**config.mk**
```make
export PLATFORM = sky130hd
export DESIGN_NAME = lsu_flat
export DESIGN_NICKNAME = d
export VERILOG_FILES = /design/src/common/lsu_pkg.sv /design/src/common/mem_bus_if.sv /design/src/lsu/lsu.sv /design/src/flat_wrapper.sv
export SDC_FILE = /design/constraint.sdc
export NUM_CORES = 1
export LEC_CHECK = 0
export BUFFER_PORTS_ARGS = -buffer_cell sky130_fd_sc_hd__buf_4
export CORE_AREA = 4 4 79 81
export DETAILED_ROUTE_END_ITERATION = 8
export DIE_AREA = 0 0 83 85
export PLACE_DENSITY_LB_ADDON = 0.05
export REMOVE_ABC_BUFFERS = 1
export SYNTH_ARGS = -nofsm -noshare
export SYNTH_HDL_FRONTEND = slang
export SYNTH_SLANG_ARGS = --single-unit
```
**constraint.sdc**
```tcl
create_clock -name vclk -period 5.41
set_input_delay 1.082 -clock vclk [all_inputs]
set_output_delay 1.082 -clock vclk [all_outputs]
set_load 0.02 [all_outputs]
```
**src/common/lsu_pkg.sv**
```systemverilog
// Sizes are fixed here; the memory covers only the low 1 KiB and the bus is one master only.
package lsu_pkg;

    // Data and address width.
    localparam int XLEN = 32;

    // One write-mask bit per byte lane.
    localparam int MASK_W = XLEN / 8;

    // Memory depth in words and the word-index width.
    localparam int MEM_WORDS = 256;
    localparam int MEM_AW    = 8;

    // Stall cycles ahead of every completion cycle.
    localparam int MEM_WAIT = 2;

    // Wide enough to hold the value MEM_WAIT.
    localparam int WAIT_W = $clog2(MEM_WAIT + 1);

    // Memory operations as decoded by the execute stage.
    typedef enum logic [2:0] {
        OP_LB  = 3'd0,
        OP_LH  = 3'd1,
        OP_LW  = 3'd2,
        OP_SB  = 3'd3,
        OP_LBU = 3'd4,
        OP_LHU = 3'd5,
        OP_SH  = 3'd6,
        OP_SW  = 3'd7
    } lsu_op_e;

endpackage

```
**src/common/mem_bus_if.sv**
```systemverilog
// Word-wide bus with no handshake; the master holds its request steady while stall is high.
`timescale 1ns/1ps

interface mem_bus_if;

    logic [lsu_pkg::XLEN-1:0]   addr;   // Always word aligned.
    logic [lsu_pkg::XLEN-1:0]   wdata;
    logic [lsu_pkg::MASK_W-1:0] wmask;
    logic                       we;     // Write valid.
    logic                       sel;    // Request present.
    logic [lsu_pkg::XLEN-1:0]   rdata;
    logic                       stall;

    // Load/store unit side.
    modport master (
        output addr,
        output wdata,
        output wmask,
        output we,
        output sel,
        input  rdata,
        input  stall
    );

    // Memory side.
    modport slave (
        input  addr,
        input  wdata,
        input  wmask,
        input  we,
        input  sel,
        output rdata,
        output stall
    );

endinterface

```
**src/lsu/lsu.sv**
```systemverilog
// Combinational only; caller holds op/addr/data until done_o, and accesses must be size aligned.
`timescale 1ns/1ps

module lsu (
    input  logic                     clk_i,
    input  logic                     rst_n_i,
    input  logic                     start_i,
    input  logic                     hold_i,
    output logic                     done_o,
    input  lsu_pkg::lsu_op_e         op_i,
    input  logic [lsu_pkg::XLEN-1:0] addr_i,
    input  logic [lsu_pkg::XLEN-1:0] wdata_i,
    output logic [lsu_pkg::XLEN-1:0] rdata_o,
    mem_bus_if.master                bus
);

    logic                       is_store;
    logic [lsu_pkg::MASK_W-1:0] wmask;
    logic [lsu_pkg::XLEN-1:0]   lane_word;
    logic [7:0]                 lane_byte;
    logic [15:0]                lane_half;

    assign is_store = (op_i == lsu_pkg::OP_SB) ||
                      (op_i == lsu_pkg::OP_SH) ||
                      (op_i == lsu_pkg::OP_SW);

    // Request side of the bus.
    assign bus.addr  = {addr_i[lsu_pkg::XLEN-1:2], 2'b00};
    assign bus.wdata = wdata_i;                 // Store data goes out unshifted.
    assign bus.wmask = wmask;
    assign bus.we    = start_i && is_store;
    assign bus.sel   = hold_i ? 1'b0 : start_i; // Pipeline back-pressure.

    assign done_o = start_i ? ~bus.stall : 1'b1;

    always_comb
    begin
        case (op_i)
            lsu_pkg::OP_SB:
            begin
                wmask = lsu_pkg::MASK_W'(1) << addr_i[1:0];
            end
            lsu_pkg::OP_SH:
            begin
                // Upper or lower half of the word.
                wmask = addr_i[1] ? {{(lsu_pkg::MASK_W/2){1'b1}}, {(lsu_pkg::MASK_W/2){1'b0}}} :
                                    {{(lsu_pkg::MASK_W/2){1'b0}}, {(lsu_pkg::MASK_W/2){1'b1}}};
            end
            default:
            begin
                wmask = {lsu_pkg::MASK_W{1'b1}};
            end
        endcase
    end

    // Move the addressed lane down to bit 0.
    assign lane_word = bus.rdata >> {addr_i[1:0], 3'b000};
    assign lane_byte = lane_word[7:0];
    assign lane_half = lane_word[15:0];

    always_comb
    begin
        case (op_i)
            lsu_pkg::OP_LB:  rdata_o = {{(lsu_pkg::XLEN-8){lane_byte[7]}}, lane_byte};
            lsu_pkg::OP_LH:  rdata_o = {{(lsu_pkg::XLEN-16){lane_half[15]}}, lane_half};
            lsu_pkg::OP_LBU: rdata_o = {{(lsu_pkg::XLEN-8){1'b0}}, lane_byte};
            lsu_pkg::OP_LHU: rdata_o = {{(lsu_pkg::XLEN-16){1'b0}}, lane_half};
            default:         rdata_o = bus.rdata; // Word load, stores ignore it.
        endcase
    end

    // Halfword accesses must not cross a half.
    a_half_aligned : assert property (
        @(posedge clk_i) disable iff (!rst_n_i)
        (start_i && ((op_i == lsu_pkg::OP_LH) ||
                     (op_i == lsu_pkg::OP_LHU) ||
                     (op_i == lsu_pkg::OP_SH)))
        |-> (addr_i[0] == 1'b0)
    );

    a_word_aligned : assert property (
        @(posedge clk_i) disable iff (!rst_n_i)
        (start_i && ((op_i == lsu_pkg::OP_LW) || (op_i == lsu_pkg::OP_SW)))
        |-> (addr_i[1:0] == 2'b00)
    );

    // The caller may not swap the operation under a stalled access.
    a_op_stable : assert property (
        @(posedge clk_i) disable iff (!rst_n_i)
        (start_i && bus.stall) |=> $stable(op_i)
    );

endmodule

```
**src/flat_wrapper.sv**
```systemverilog
// flat-port wrapper written by rule: the top's interface ports become plain ports
module lsu_flat 
  (clk_i, rst_n_i, start_i, hold_i, done_o, op_i, addr_i, wdata_i, rdata_o, bus_addr, bus_wdata, bus_wmask, bus_we, bus_sel, bus_rdata, bus_stall);
  mem_bus_if bus_i ();
  input  logic clk_i;
  input  logic rst_n_i;
  input  logic start_i;
  input  logic hold_i;
  output logic done_o;
  input  lsu_pkg::lsu_op_e op_i;
  input  logic [lsu_pkg::XLEN-1:0] addr_i;
  input  logic [lsu_pkg::XLEN-1:0] wdata_i;
  output logic [lsu_pkg::XLEN-1:0] rdata_o;
  output wire logic [$bits(bus_i.addr)-1:0] bus_addr;
  output wire logic [$bits(bus_i.wdata)-1:0] bus_wdata;
  output wire logic [$bits(bus_i.wmask)-1:0] bus_wmask;
  output wire logic [$bits(bus_i.we)-1:0] bus_we;
  output wire logic [$bits(bus_i.sel)-1:0] bus_sel;
  input wire logic [$bits(bus_i.rdata)-1:0] bus_rdata;
  input wire logic [$bits(bus_i.stall)-1:0] bus_stall;
  assign bus_addr = bus_i.addr;
  assign bus_wdata = bus_i.wdata;
  assign bus_wmask = bus_i.wmask;
  assign bus_we = bus_i.we;
  assign bus_sel = bus_i.sel;
  assign bus_i.rdata = bus_rdata;
  assign bus_i.stall = bus_stall;
  lsu u_core (.clk_i(clk_i), .rst_n_i(rst_n_i), .start_i(start_i), .hold_i(hold_i), .done_o(done_o), .op_i(op_i), .addr_i(addr_i), .wdata_i(wdata_i), .rdata_o(rdata_o), .bus(bus_i));
endmodule
```
# Word-level counts from Yosys, hierarchy flattened

Index checks and enable logic that the tools add are counted.

Eq/ne operators: 6
Shift-type cells: 2
Mux-type cells: 5
Bitwise operators: 1
Reductions and logical operators: 4

Operators with widths:

| operator              | count |
|---|---|
| $pmux W32 S4          | 1 |
| $shr A32 B5 Y16       | 1 |
| $eq A3 B3 Y1 const B  | 4 |
| $pmux W4 S2           | 1 |
| $mux W4               | 1 |
| $shl A1 B2 Y4 const A | 1 |
| $eq A3 B1 Y1 const B  | 1 |
| $eq A3 B2 Y1 const B  | 1 |
| $logic_not A3 Y1      | 1 |
| $logic_or A1 B1 Y1    | 2 |
| $mux W1               | 2 |
| $logic_and A1 B1 Y1   | 1 |
| $not A1 Y1            | 1 |

Register bits after elaboration: 0
Input port bits: 104
Logic and storage cells: 18

# Logic depth before layout (Yosys ltp)

Gate-level depths: netlist of the first run.

Depth after elaboration: 4
Mapped depth: 6
Depth with buffers taken out: 4

# Worst setup path after synthesis of the first run

Ideal clock, no wire load.

Path kind: input-to-output
From: input port addr_i[0] (netlist name)
To: output port rdata_o[0] (netlist name)
Data arrival time: 2.352 ns
Slack: 1.976 ns
Stages on the path: 5
Path buffers: 2
Cell sequence: buf_4 buf_4 nor2b_1 a22oi_1 o21ai_0

Cells in the longest elaborated chain, start to end: 2

RTL lines:

| what               | RTL line           | RTL |
|---|---|---|
| start: declaration | flat_wrapper.sv:11 | `input logic [lsu_pkg::XLEN-1:0] addr_i;` |
| $shr A32 B5 Y16    | lsu.sv:57          | `assign lane_word = bus.rdata >> {addr_i[1:0], 3'b000};` |
| $pmux W32 S4       | lsu.sv:63          | `case (op_i)` |
| end: declaration   | flat_wrapper.sv:13 | `output logic [lsu_pkg::XLEN-1:0] rdata_o;` |

Every way passes these cells.

# Final worst setup path of the first run

From: input port addr_i[0] (netlist name)
To: output port rdata_o[27] (netlist name)

The elaborated chain is that of the path after synthesis.

==> qor.log, run 1 <==
[setup_path] delay of the slowest critical-path stage 0.68 ns
[layout] combined area of the multi-input logic cells 737.0 sq um
[outcome] outcome completed
[global_routing] maximum number of pins on one net before global-route repair 48
[layout] count of flip-flops and latches 0
[sta] fmax 245.5 MHz
[detailed_routing] via count normalized by instance count 4.841
[yosys] count of mapped cells out of synthesis 199
[sta] min setup slack post-route 1.336 ns
[detailed_routing] Detailed Routing Iterations Pass 1 4
[sta] setup repair after global routing missed its margin false
[detailed_routing] detailed-route via count 1341
[placement] Port Buffer Count 79
[setup_path] critical path buffer and inverter count 2
[pwr] power per cell area 113.3 nW/um^2
[placement] area post-placement 1439 sq um
[setup_path] crit end category output port
[yosys] top cell type's share of synthesized area 38.63%
[detailed_routing] post-detailed-route DRC marker count 0
[setup_path] biggest fanout along the worst timing path 21
[detailed_routing] Routed WL per cell 23.90 um
[setup_path] arrival time at the worst endpoint 2.99 ns
[setup_path] critical-path cell list buf_4 > mux4_2 > o211ai_2 > nand2_1 > buf_4
[sta] Hold Vio Cnt, Final 0
[yosys] ranking of synthesized cells by area buf_4, nand2_1, mux2_2
[floorplanning] Horiz. Die Dim 83 um
[clocking] Post-CTS Setup Inserts 0
[sta] sum of negative setup slack 0 ns
[floorplanning] floorplan row count 27
[floorplanning] vertical die dimension 85 um
[layout] fin nets 311
[pwr] worst vdd rail ir drop 0.04219 mV
[layout] count of inserted antenna diode cells 0
[global_routing] global router's overall resource usage 17.34%
[setup_path] Worst setup startpoint addr_i[0]
[sta] hold_ws 2.164 ns
[floorplanning] initial core utilization 23.43%
[floorplanning] area enclosed by the die boundary 7055 sq um
[sta] final-report max-slew violation count 0
[floorplanning] Core ar. 5473 sq um
[detailed_routing] drt initial violations 51
[layout] clock buffer count 0
[placement] DP HPWL 5.437 mm
[setup_path] category of the worst setup path launch point input port
[clocking] CTS Hold Bufs 0
[layout] area added between synthesis and finish 12.20%
[yosys] count of distinct cell types in the synthesized netlist 29
[yosys] leading area contributor after synthesis buf_4
[hold_path] hold wc startpoint wdata_i[8]
[setup_path] most used cell, CP buf_4
[yosys] per-instance average area after synthesis 6.445 sq um
[setup_path] family with the most delay on the worst path compound AO/OA/AOI/OAI gates
[pwr] static leakage 0.7431 nW
[placement] worst slack at placement 1.320 ns
[sta] total setup violations reported at the end of the flow 0
[yosys] post-synth design cell area 1282 sq um
[yosys] Yosys warning total 0
[sta] part of the cycle the worst path needs 75.30%
[detailed_routing] total length of routed wires 6.621 mm
[sta] Slew headroom 45.04%
[run] number of maximum-capacitance constraint violations 0
[setup_path] Slowest cell on crit path o211ai_2
[sta] shortest clock period the worst path allows after layout 4.074 ns
[layout] layout cell share with drive strength beyond 1 47.80%
[global_routing] wire length of the first global-routing pass 9.397 mm
[layout] number of fill cells 658
[global_routing] via count of the first global-routing pass 1448
[global_routing] initial antenna violation count 0
[clocking] number of gates resized after cts 0
[placement] global placer's final weighted congestion 0.8590
[layout] Finished Cell Area 1439 sq um
[global_routing] grt total ovfl 0
[setup_path] required time of the critical path 4.33 ns
[setup_path] path type of the worst setup path input port to output port
[layout] storage element area 0 sq um
[layout] final core utilization 26.29%
[detailed_routing] count of nets left with antenna violations after detail routing 0
[sta] worst slew pin tran 0.8220 ns
[floorplanning] number of primary I/O pins 207
[hold_path] type of the worst min-delay path input port to output port
[yosys] sequential fraction of the synthesis area 0%
[through the flow]
| step | cells | power [mW] |
|---|---|---|
| floorplan | 125 | 0.07834 |
| global placement | 277 | 0.1644 |
| detailed placement | 277 | 0.1651 |
| CTS | 277 | 0.1655 |
| global route | 277 | 0.1785 |
| finish | 277 | 0.1631 |
[power breakdown]
| part | internal (mW) | switching (mW) | leakage, nW |
|---|---|---|---|
| registers | 0 | 0 | 0 |
| clock network | 0 | 0 | 0 |
| logic | 0.0734 | 0.0897 | 0.743 |
| total | 0.0734 | 0.0897 | 0.743 |
[synthesized netlist by cell type (2+ instances only)]
cell	n
a221oi_1	6
a22oi_1	7
buf_4	66
clkbuf_1	7
inv_1	2
mux2_2	13
mux2i_1	2
nand2_1	52
nor2_1	6
nor2b_1	3
o21ai_0	12
o31ai_1	6
[cell type report]
| cell class | count | area share [%] |
|---|---|---|
| tap | 72 | 6.261 |
| multi-input combinational | 122 | 51.22 |
| timing repair buffer | 80 | 41.74 |
| inverter | 3 | 0.7826 |
[layout by cell type (no fill, tap or decap)]
master	instances
conb_1	2
a221oi_1	6
a21oi_1	1
nand2b_1	1
o21ai_1	1
a221o_1	1
a21oi_2	1
or2_2	1
o21ai_0	12
o211ai_2	1
a22oi_1	7
nor3_1	1
mux2_4	1
nor2_1	6
mux4_2	1
o31ai_1	6
a31oi_1	1
mux2_2	13
buf_4	80
nor2b_1	3
clkinv_1	1
inv_1	2
nand3_1	1
nand2_1	52
o2bb2ai_1	1
mux2i_1	2
[kinds of logic after synthesis]
group,synth area share [%]
other,0.2924
buffers and inverters,42.83
muxes,15.90
AOI/OAI and AO/OA,20.78
and+or+nand+nor,20.20
[metal layers]
layer | vias up | GRT usage, % | share of wire [%]
li1 | 618 | - | -
met1 | 578 | 18.79 | 37
met2 | 137 | 28.64 | 45
met3 | 8 | 10.10 | 15
met4 | 0 | 5.052 | 3.5
met5 | - | 1.399 | 0
[final timing paths]
check | depth (start not counted) | end | slack (ns)
worst min-delay path | 0 | bus_wdata[8] | 2.16
worst max-delay path | 5 | rdata_o[27] | 1.34
Power figures use the tool's default switching activity.
==> run 2, diff against run 1 <==
Clock period 5.41 ns to 3.6 ns, I/O delays scaled along.
==> qor.log, run 2 (synthesis gave the netlist of run 1 again) <==
[outcome] outcome completed
[setup_path] biggest fanout along the worst timing path 21 [unchanged]
[floorplanning] Core ar. 5473 sq um [unchanged]
[global_routing] met2 track demand over resource in global routing 26.97% [-1.7 points]
[hold_path] end of the worst hold path bus_wdata[8]
[detailed_routing] Routed WL per cell 24.02 um [+0.50%]
[placement] Port Buffer Count 79 [unchanged]
[sta] fmax 319.2 MHz
[global_routing] grt peak-use layer met2
[sta] final-report max-slew violation count 0 [unchanged]
[layout] area added between synthesis and finish 12.78%
[setup_path] delay of the slowest critical-path stage 0.61 ns [-0.07 ns]
[global_routing] grt total ovfl 0 [unchanged]
[layout] Finished Cell Area 1446 sq um [+0.52%]
[pwr] worst vdd rail ir drop 0.06142 mV [+46%]
[detailed_routing] count of nets left with antenna violations after detail routing 0 [unchanged]
[floorplanning] area enclosed by the die boundary 7055 sq um [unchanged]
[clocking] number of gates resized after cts 0 [unchanged]
[global_routing] maximum number of pins on one net before global-route repair 48 [unchanged]
[detailed_routing] detailed-route via count 1369 [+2.1%]
[clocking] CTS Hold Bufs 0 [unchanged]
[placement] DP HPWL 5.479 mm [+0.77%]
[setup_path] arrival time at the worst endpoint 2.41 ns [-0.58 ns]
[layout] number of fill cells 634 [-3.6%]
[floorplanning] number of primary I/O pins 207 [unchanged]
[layout] storage element area 0 sq um [unchanged]
[hold_path] Hold Path Depth 0 [unchanged]
[sta] setup repair after global routing missed its margin false
[layout] leading cell type in the layout, fill and taps excluded buf_4
[layout] layout cell share with drive strength beyond 1 48.06% [+0.25 points]
[pwr] power per cell area 170.8 nW/um^2 [+51%]
[sta] hold_ws 1.440 ns [-0.7240 ns]
[setup_path] required time of the critical path 2.88 ns [-1.45 ns]
[global_routing] met1 Resource Use GR 18.54% [-0.25 points]
[global_routing] global router's overall resource usage 17.12% [-0.23 points]
[detailed_routing] total length of routed wires 6.678 mm [+0.86%]
[clocking] Post-CTS Setup Inserts 0 [unchanged]
[setup_path] path type of the worst setup path input port to output port
[layout] leading cell types in the layout, fill and taps excluded buf_4, nand2_1, mux2_2
[layout] final core utilization 26.43% [+0.14 points]
[layout] clock buffer count 0 [unchanged]
[detailed_routing] post-detailed-route DRC marker count 0 [unchanged]
[placement] area post-placement 1446 sq um [+0.52%]
[sta] Hold Vio Cnt, Final 0 [unchanged]
[floorplanning] Horiz. Die Dim 83 um [unchanged]
[placement] worst slack at placement 0.4445 ns [-0.8754 ns]
[global_routing] met3 Resource Use GR 10.10% [unchanged]
[placement] global placer's final weighted congestion 0.8632 [+0.49%]
[setup_path] Slowest cell on crit path mux4_2
[floorplanning] vertical die dimension 85 um [unchanged]
[setup_path] crit end category output port
[setup_path] most used cell, CP buf_4
[setup_path] critical-path cell list buf_4 > mux4_2 > o211ai_2 > buf_4 > nand2_1 > buf_4
[sta] shortest clock period the worst path allows after layout 3.133 ns
[sta] min setup slack post-route 0.4675 ns [-0.8689 ns]
[setup_path] family with the most delay on the worst path buffers and inverters
[run] number of maximum-capacitance constraint violations 0 [unchanged]
[layout] count of flip-flops and latches 0 [unchanged]
[sta] total setup violations reported at the end of the flow 0 [unchanged]
[layout] count of inserted antenna diode cells 0 [unchanged]
[pwr] static leakage 0.7474 nW [+0.58%]
[setup_path] critical path buffer and inverter count 3 [+1]
[floorplanning] initial core utilization 23.43% [unchanged]
[detailed_routing] Detailed Routing Iterations Pass 1 4 [unchanged]
[sta] worst slew pin tran 0.6525 ns [-0.1695 ns]
[setup_path] category of the worst setup path launch point input port
[floorplanning] floorplan row count 27 [unchanged]
[detailed_routing] drt initial violations 64 [+25%]
[global_routing] wire length of the first global-routing pass 9.246 mm [-1.6%]
[hold_path] hold wc startpoint wdata_i[8]
[layout] fin nets 312 [+0.32%]
[global_routing] initial antenna violation count 0 [unchanged]
[sta] Slew headroom 56.41% [+11 points]
[detailed_routing] via count normalized by instance count 4.924 [+1.7%]
[sta] part of the cycle the worst path needs 87.01%
[hold_path] type of the worst min-delay path input port to output port
[setup_path] Worst setup startpoint addr_i[0]
[global_routing] via count of the first global-routing pass 1438 [-0.69%]
[sta] sum of negative setup slack 0 ns [unchanged]
[run 2: worst max path at each step]
stage / to / slack (ns) / cells past startpoint
2_1_floorplan: rdata_o[16] / 0.96 / 3
3_3_place_gp: rdata_o[27] / 0.47 / 6
3_5_place_dp: rdata_o[27] / 0.44 / 6
4_1_cts: rdata_o[27] / 0.45 / 6
5_1_grt: rdata_o[27] / 0.36 / 6
6_report: rdata_o[27] / 0.47 / 6
[run 2: per-layer routing]
metal  vias to the layer above  wire [um]
li1                        621          -
met1                       586       2377
met2                       150       2924
met3                        12       1037
met4                         0        338
met5                         -          0
[run 2: cell type report]
class | count | area [sq um] | area share (%)
Inverter | 3 | 11.26 | 0.7785
Tap cell | 72 | 90.09 | 6.228
Timing Repair Buffer | 81 | 608.1 | 42.04
Multi-Input combinational cell | 122 | 737.0 | 50.95
[run 2: power by group]
group	internal, mW	switching, mW	total [mW]	leakage [nW]
clock network	0	0	0	0
logic	0.111	0.136	0.247	0.747
registers	0	0	0	0
[run 2: per-stage QoR]
step,cells,power [mW]
after global placement,278,0.2475
final,278,0.2471
after CTS,278,0.2500
after detailed placement,278,0.2492
after global routing,278,0.2678
after floorplan,125,0.1177
